`src/hdl/msk_settings.svh`:
```
`ifndef MSK_SETTINGS_SVH
`define MSK_SETTINGS_SVH

// clocks per bit period.
`define MSK_SAMPLES_PER_BIT 25

// signed arm amplitude width.
`define MSK_AMP_W 10

// width of the sample index inside one bit period.
`define MSK_SLOT_W 5

// the quarter-wave table spans one bit period, one entry per sample.
`define MSK_ENV_DEPTH `MSK_SAMPLES_PER_BIT

`endif

```
`src/hdl/msk_pkg.sv`:
```
`default_nettype none

`include "msk_settings.svh"

package msk_pkg;

    // signed envelope amplitude of one arm.
    typedef logic signed [`MSK_AMP_W-1:0] amp_t;

    // sigma-delta accumulator, two bits of headroom over the amplitude.
    typedef logic [`MSK_AMP_W+1:0] acc_t;

    // sample position inside a bit period.
    typedef logic [`MSK_SLOT_W-1:0] slot_cnt_t;

    // arm that takes the next bit from the source.
    typedef enum logic {
        ARM_I = 1'b0, // in-phase, even bits.
        ARM_Q = 1'b1  // quadrature, odd bits.
    } arm_t;

endpackage

`default_nettype wire

```
`src/hdl/msk_symbol_sequencer.sv`:
```
`default_nettype none

`include "msk_settings.svh"

module msk_symbol_sequencer
    import msk_pkg::*;
(
    input  wire        clk,
    input  wire        i_arst_n,
    input  wire        i_empty,    // source has no bit.
    input  wire        i_data,     // bit at the head of the source.
    output logic       o_ready,    // one-cycle pop pulse.
    output slot_cnt_t  o_slot_idx, // sample index inside the bit period.
    output logic       o_half_i,   // I arm is in the second half of its symbol.
    output logic       o_half_q,   // Q arm is in the second half of its symbol.
    output logic       o_bit_i,
    output logic       o_bit_q,
    output logic       o_act_i,    // I arm carries a bit, not an idle slot.
    output logic       o_act_q
);

    localparam slot_cnt_t LAST_SLOT = slot_cnt_t'(`MSK_SAMPLES_PER_BIT - 1);

    slot_cnt_t  slot_cnt;
    logic       slot_end;
    arm_t       next_arm;
    arm_t       other_arm;

    // per-arm state, indexed by arm_t.
    logic [1:0] arm_bit;
    logic [1:0] arm_act;
    logic [1:0] arm_half;

    assign slot_end  = (slot_cnt == LAST_SLOT);
    assign other_arm = (next_arm == ARM_I) ? ARM_Q : ARM_I;

    // pop only at a slot end, and only when the source has a bit.
    assign o_ready = slot_end & ~i_empty;

    // sample counter, wraps once per bit period.
    always_ff @(posedge clk or negedge i_arst_n) begin
        if (!i_arst_n) begin
            slot_cnt <= '0;
        end else if (slot_end) begin
            slot_cnt <= '0;
        end else begin
            slot_cnt <= slot_cnt + 1'b1;
        end
    end

    // the arms take turns, idle slots included.
    always_ff @(posedge clk or negedge i_arst_n) begin
        if (!i_arst_n) begin
            next_arm <= ARM_I;
        end else if (slot_end) begin
            next_arm <= other_arm;
        end
    end

    // activity and symbol half.
    // the arm that starts a symbol goes to its first half, the other one
    // to its second half, so each symbol lasts two bit periods.
    always_ff @(posedge clk or negedge i_arst_n) begin
        if (!i_arst_n) begin
            arm_act  <= '0;
            arm_half <= '0;
        end else if (slot_end) begin
            arm_act[next_arm]   <= ~i_empty; // empty source gives an idle symbol.
            arm_half[next_arm]  <= 1'b0;
            arm_half[other_arm] <= 1'b1;
        end
    end

    // symbol bit, loaded on the pop edge.
    always_ff @(posedge clk) begin
        if (o_ready) begin
            arm_bit[next_arm] <= i_data;
        end
    end

    assign o_slot_idx = slot_cnt;
    assign o_bit_i    = arm_bit[ARM_I];
    assign o_bit_q    = arm_bit[ARM_Q];
    assign o_act_i    = arm_act[ARM_I];
    assign o_act_q    = arm_act[ARM_Q];
    assign o_half_i   = arm_half[ARM_I];
    assign o_half_q   = arm_half[ARM_Q];

endmodule

`default_nettype wire

```
`src/hdl/msk_half_sine.sv`:
```
`default_nettype none

`include "msk_settings.svh"

module msk_half_sine
    import msk_pkg::*;
(
    input  wire        clk,
    input  wire        i_arst_n,
    input  slot_cnt_t  i_slot_idx, // sample index inside the bit period.
    input  wire        i_half_i,
    input  wire        i_half_q,
    input  wire        i_bit_i,
    input  wire        i_bit_q,
    input  wire        i_act_i,
    input  wire        i_act_q,
    output amp_t       o_amp_i,    // registered signed I amplitude.
    output amp_t       o_amp_q     // registered signed Q amplitude.
);

    localparam int MAG_W = `MSK_AMP_W - 1;

    // quarter wave, sampled at the middle of each clock.
    // entry k is round(511 * sin(pi * (k + 0.5) / 50)).
    localparam logic [MAG_W-1:0] ENV_TABLE [`MSK_ENV_DEPTH] = '{
        9'd16,  9'd48,  9'd80,  9'd111, 9'd143,
        9'd173, 9'd203, 9'd232, 9'd260, 9'd287,
        9'd313, 9'd338, 9'd361, 9'd383, 9'd404,
        9'd423, 9'd440, 9'd455, 9'd469, 9'd481,
        9'd491, 9'd499, 9'd505, 9'd509, 9'd511
    };

    // amplitude of one arm at the current sample.
    function automatic amp_t arm_amp(
        input slot_cnt_t idx,
        input logic      half,
        input logic      bit_val,
        input logic      act
    );
        slot_cnt_t tab_idx;
        amp_t      mag;
        // rising half reads forward, falling half reads backward.
        tab_idx = half ? (slot_cnt_t'(`MSK_ENV_DEPTH - 1) - idx) : idx;
        mag     = amp_t'({1'b0, ENV_TABLE[tab_idx]});
        if (!act) begin
            return '0; // idle arm sits at zero.
        end else if (bit_val) begin
            return mag;
        end else begin
            return -mag; // bit 0 is the negative half-sine.
        end
    endfunction

    always_ff @(posedge clk or negedge i_arst_n) begin
        if (!i_arst_n) begin
            o_amp_i <= '0;
            o_amp_q <= '0;
        end else begin
            o_amp_i <= arm_amp(i_slot_idx, i_half_i, i_bit_i, i_act_i);
            o_amp_q <= arm_amp(i_slot_idx, i_half_q, i_bit_q, i_act_q);
        end
    end

endmodule

`default_nettype wire

```
`src/hdl/msk_sigma_delta.sv`:
```
`default_nettype none

`include "msk_settings.svh"

module msk_sigma_delta
    import msk_pkg::*;
(
    input  wire   clk,
    input  wire   i_arst_n,
    input  amp_t  i_amp,   // signed amplitude, one sample per clock.
    output logic  o_bit    // one-bit bitstream for the external RC filter.
);

    localparam int W = `MSK_AMP_W;

    acc_t acc_q;
    acc_t amp_u;
    acc_t sum;
    acc_t acc_next;
    logic carry;

    // offset binary: flipping the sign bit adds half scale.
    // zero maps to half scale, which gives a 50 % ones density.
    assign amp_u = {2'b00, ~i_amp[W-1], i_amp[W-2:0]};

    assign sum   = acc_q + amp_u;
    assign carry = sum[W]; // overflow past full scale.

    // keep the remainder for the next sample.
    assign acc_next = sum - (acc_t'(carry) << W);

    always_ff @(posedge clk or negedge i_arst_n) begin
        if (!i_arst_n) begin
            acc_q <= '0;
            o_bit <= 1'b0;
        end else begin
            acc_q <= acc_next;
            o_bit <= carry;
        end
    end

endmodule

`default_nettype wire

```
`src/hdl/msk_modulator.sv`:
```
`default_nettype none

`include "msk_settings.svh"

module msk_modulator
    import msk_pkg::*;
(
    input  wire   clk,
    input  wire   i_arst_n,
    input  wire   i_empty,      // source FIFO is empty.
    input  wire   i_data,       // bit at the FIFO head.
    output logic  o_ready,      // FIFO pop pulse.
    output logic  o_sin_i,      // I arm bitstream.
    output logic  o_sin_q,      // Q arm bitstream.
    output logic  o_sin_i_sign, // I arm polarity.
    output logic  o_sin_q_sign  // Q arm polarity.
);

    slot_cnt_t slot_idx;
    logic      half_i;
    logic      half_q;
    logic      bit_i;
    logic      bit_q;
    logic      act_i;
    logic      act_q;
    amp_t      amp_i;
    amp_t      amp_q;

    msk_symbol_sequencer seq0 (
        .clk        (clk),
        .i_arst_n   (i_arst_n),
        .i_empty    (i_empty),
        .i_data     (i_data),
        .o_ready    (o_ready),
        .o_slot_idx (slot_idx),
        .o_half_i   (half_i),
        .o_half_q   (half_q),
        .o_bit_i    (bit_i),
        .o_bit_q    (bit_q),
        .o_act_i    (act_i),
        .o_act_q    (act_q)
    );

    msk_half_sine env0 (
        .clk        (clk),
        .i_arst_n   (i_arst_n),
        .i_slot_idx (slot_idx),
        .i_half_i   (half_i),
        .i_half_q   (half_q),
        .i_bit_i    (bit_i),
        .i_bit_q    (bit_q),
        .i_act_i    (act_i),
        .i_act_q    (act_q),
        .o_amp_i    (amp_i),
        .o_amp_q    (amp_q)
    );

    msk_sigma_delta sd_i (
        .clk      (clk),
        .i_arst_n (i_arst_n),
        .i_amp    (amp_i),
        .o_bit    (o_sin_i)
    );

    msk_sigma_delta sd_q (
        .clk      (clk),
        .i_arst_n (i_arst_n),
        .i_amp    (amp_q),
        .o_bit    (o_sin_q)
    );

    // polarity follows the symbol bit, and an idle arm reads as 0.
    assign o_sin_i_sign = bit_i & act_i;
    assign o_sin_q_sign = bit_q & act_q;

endmodule

`default_nettype wire

```
`config.mk`:
```
export PLATFORM = sky130hd
export DESIGN_NAME = msk_modulator
export DESIGN_NICKNAME = d
export VERILOG_FILES = /design/src/hdl/msk_pkg.sv /design/src/hdl/msk_symbol_sequencer.sv /design/src/hdl/msk_half_sine.sv /design/src/hdl/msk_sigma_delta.sv /design/src/hdl/msk_modulator.sv
export VERILOG_INCLUDE_DIRS = /design/src /design/src/hdl
export SDC_FILE = /design/constraint.sdc
export NUM_CORES = 1
export LEC_CHECK = 0
export ABC_CLOCK_PERIOD_IN_PS = 6150
export BUFFER_PORTS_ARGS = -buffer_cell sky130_fd_sc_hd__buf_2
export CORE_MARGIN = 4
export CORE_UTILIZATION = 30
export CTS_BUF_LIST = sky130_fd_sc_hd__clkbuf_2 sky130_fd_sc_hd__clkbuf_4 sky130_fd_sc_hd__clkbuf_8
export DETAILED_ROUTE_END_ITERATION = 12
export GPL_TIMING_DRIVEN = 0
export SETUP_SLACK_MARGIN = 0.3
export SLEW_MARGIN = 20
export SYNTH_ARGS = -nofsm -noshare
export SYNTH_HDL_FRONTEND = slang
export SYNTH_HIERARCHICAL = 1
export SYNTH_SLANG_ARGS = --single-unit
```
`constraint.sdc`:
```
create_clock -name clk -period 6.15 [get_ports clk]
set_input_delay 0.3075 -clock clk [delete_from_list [all_inputs] [get_ports clk]]
set_output_delay 0.3075 -clock clk [all_outputs]
set_load 0.005 [all_outputs]
```
==> summary.md <==
| Metric | Value |
|---|---|
| Mean routed wirelength per cell | approximately 15 µm |
| RSZ-0062 raised after global routing | no |
| Distinct cell type count after synthesis | 84 |
| Fraction of registers with async set/reset | between 90% and 100% |
| Initial antenna violation count | 0 |
| Placed cell area | just under 5000 µm² |
| Layout net count | ~560 |
| Yosys warning total | 6 |
| CTS H-tree depth | 2 |
| Reg2reg setup slack | between 1000 and 1500 ps |
| Die width | about 130 µm |
| Slew HR | about half |
| CTS buffer count | 5 |
| Post-synth EDFFs | 2 |
| Total grt overflow | 0 |
| IO Port Bufs | 8 |
| GRT Util Overall | 12.3% |
| HPWL after DPL | ~8000 µm |
| R2R depth | 14 |
| Worst-margin pin slew | approximately 760 ps |
| Final hold violation count | 0 |
| DR vias | about 3800 |
| Crit path required time | approximately 6400 ps |
| First-pass GRT wire length | ~18000 µm |
| Final Hold Slack | around 15 ps |
| Total Power | a little under 0.9 mW |
| Register bit total from synthesis | 54 |
| Post-Syn Area | between 4000 and 5000 µm² |
| Kind of critical path | reg -> reg |
| Critical Path AT | 5150 ps |
| Clock Sinks | between 50 and 60 |
| Final TNS setup | 0 ps |
| DRC Markers | 0 |
| Final critical-path share of the clock period | between 70% and 80% |
| Syn Nets | 543 |
| Die Area | 17200 µm² |
| CTS Buffer Depth | 2 |
| RR Startpoint | seq0/o_slot_idx[0]$_DFF_PN0_ |
| Hold Path Class | in -> async |
| DRT iter0 DRCs | 350 |
| Chip height | 131 µm |
| Post-Layout Inst Area | around 4900 µm² |
| Row count | 44 |
| Post-CTS Setup Repair Bufs | 0 |
| Leak pwr | ~2.2 nW |
| Max VDD drop | slightly below 0.1 mV |
| Clk_lat worst skew | a little over 300 ps |
| Post-Synthesis Cells | ~500 |
| CP endpoint kind | flip-flop |
| Max FO, Critical Path | 11 |
| Post-route non-filler standard cell count | around 700 |
| Vias in the first global route | about 3700 |
| Starting density of the core | 30.9% |
| Pins Over Slew Limit | 0 |
| Ys flop type | dfrtp_1 |
| CTS-repair resized insts | 0 |
| Skew final | 12.7 ps |
| Largest net degree at the start of global routing | 53 |
| CTS tree | built |
| Routability cong. | approximately 0.85 |
| Sequential-to-total area share from yosys stat | between 20% and 30% |
| Detail Route Antenna Nets | 0 |
| Max-Cap Viols | 0 |
| Area Growth Syn to Fin | 8.47% |
| CP Launch Type | flip-flop |
| Setup violators final | 0 |
| Hold buffers post-CTS | 0 |
| I/O Pins | 9 |
| Core area | about 15000 µm² |
| DRT Pass-1 Iters | 5 |
| Status | completed |
| Root Buffer | clkbuf_8 |
| Pwr/cell area | roughly 180 nW/µm² |
| Tmin final | between 4000 and 5000 ps |
| Layout cell share with drive strength beyond 1 | 11.4% |
| Antenna Cells | 0 |
| Clk pin slew, worst setup/hold paths | roughly 100 ps |
| Placed cell count | 693 |
| FMAX | between 200 and 250 MHz |
| Via density per instance | 5.43 |
| Worst Setup SP | seq0/o_slot_idx[0]$_DFF_PN0_ |
| Mean Syn Cell Area | between 9 and 10 µm² |
| Post-Route WL | just over 10000 µm |
==> cell families after synthesis <==
| logic type | count (synthesis) | share of synthesized area, % |
|---|---|---|
| AO/OA/AOI/OAI | 150 | 25.1 |
| XOR/XNOR | 30 | 6.11 |
| adder cells (fa/ha/maj) | 38 | 10.8 |
| buffers and inverters | 53 | 4.87 |
| flip-flops | 54 | 29.9 |
| multiplexers | 13 | 3.49 |
| AND/OR/NAND/NOR | 163 | 19.7 |
==> where the power goes <==
part / switching, mW / internal, mW / total (mW)
Clock: 0.118 / 0.126 / 0.245
Sequential: 0.0132 / 0.398 / 0.412
Combinational: 0.114 / 0.103 / 0.218
Total: 0.246 / 0.628 / 0.874
==> placed cells by master (no fill, tap or decap), drive strengths merged, types with 7 or more instances in the layout <==
master	count
nor2	44
and2	7
a21o	8
a21oi	24
mux2i	9
clkbuf	17
nand3	16
nand2	38
o21a	7
nand2b	10
nor2b	9
inv	35
o211ai	11
buf	16
a31oi	7
ha	36
dfrtp	52
xnor2	25
o21ai	30
==> critical path: stages, from the launching register on <==
cell	delay, ps
dfrtp_1	630
buf_2	370
inv_1	270
ha_1	370
clkbuf_1	220
mux2i_1	450
inv_1	180
ha_1	450
nand2b_1	120
a32o_1	270
a311oi_1	260
o22ai_1	230
nor4_1	620
a21o_1	210
mux2i_1	210
==> sequential cells by signal, summed over array words and instances, names as in the netlist <==
signal,cells
seq0/o_slot_idx,5
sd_q/acc_q,10
sd_q/o_bit,1
env0/o_amp_q,10
seq0/next_arm,1
sd_i/acc_q,10
seq0/arm_bit,2
seq0/arm_half,2
env0/o_amp_i,10
sd_i/o_bit,1
seq0/arm_act,2
==> layout make-up <==
cell class / instances / area [µm²]
well taps: 184 / 230
plain buffers: 19 / 93.8
repair buffers: 8 / 42.5
fillers: 1481 / 9760
clock inverters: 2 / 36.3
clock buffers: 6 / 76.3
flip-flops and latches: 54 / 1360
inverters: 34 / 128
multi-input cells: 394 / 2970
==> stage by stage <==
step                setup WS (ps)  util [%]
finish                       1230      33.6
CTS                          1250      33.6
floorplan                    2310         -
global route                  851      33.6
detailed placement           1310      32.8
global placement             1370      32.8
==> layer usage <==
| metal | global-route usage [%] | part of all wire, % | vias up |
|---|---|---|---|
| li1 | - | - | 1855 |
| met2 | 19.5 | 45 | 95 |
| met1 | 17.3 | 49 | 1843 |
| met4 | 4.49 | 2.3 | 0 |
| met3 | 1.53 | 4.0 | 16 |
| met5 | 0 | 0 | - |
==> cells in the mapped netlist (3+ instances only) <==
master	number	area, µm²
a31oi_1	7	43.8
mux2_2	3	33.8
o21ai_1	4	20.0
a21boi_0	3	22.5
buf_2	5	25.0
dfrtp_1	52	1300
o21a_1	4	30.0
xor2_1	5	43.8
xnor2_1	23	201
clkbuf_1	10	37.5
a21o_1	8	60.1
nor3b_1	3	22.5
o32ai_1	3	26.3
o21bai_1	4	30.0
nand2b_1	10	62.6
o211ai_1	11	82.6
o221ai_1	3	26.3
o22ai_1	4	25.0
a22o_1	3	26.3
or3_1	3	18.8
a211o_1	3	26.3
nand4b_1	3	26.3
and3_1	5	31.3
a2bb2oi_1	4	35.0
nor2_1	43	161
nor2b_1	7	43.8
o211a_1	3	30.0
o21a_4	3	45.0
nand3_1	16	80.1
a21oi_1	24	120
nand2_1	37	139
nor3_1	5	25.0
o21ai_0	26	130
and2_1	7	43.8
ha_1	36	450
mux2i_1	8	80.1
inv_1	34	128
a211oi_1	4	30.0
==> worst paths after layout <==
| check | to |
|---|---|
| min | sd_q/acc_q[1]$_DFF_PN0_ |
| max reg2reg | env0/o_amp_q[6]$_DFF_PN0_ |
| max in group asynchronous | seq0/arm_half[1]$_DFFE_PN0N_ |
| min in group clk | seq0/arm_bit[0]$_DFFE_PP_ |
| min reg2reg | sd_q/acc_q[0]$_DFF_PN0_ |
| max | env0/o_amp_q[6]$_DFF_PN0_ |
(Power assumes the default switching activity.)
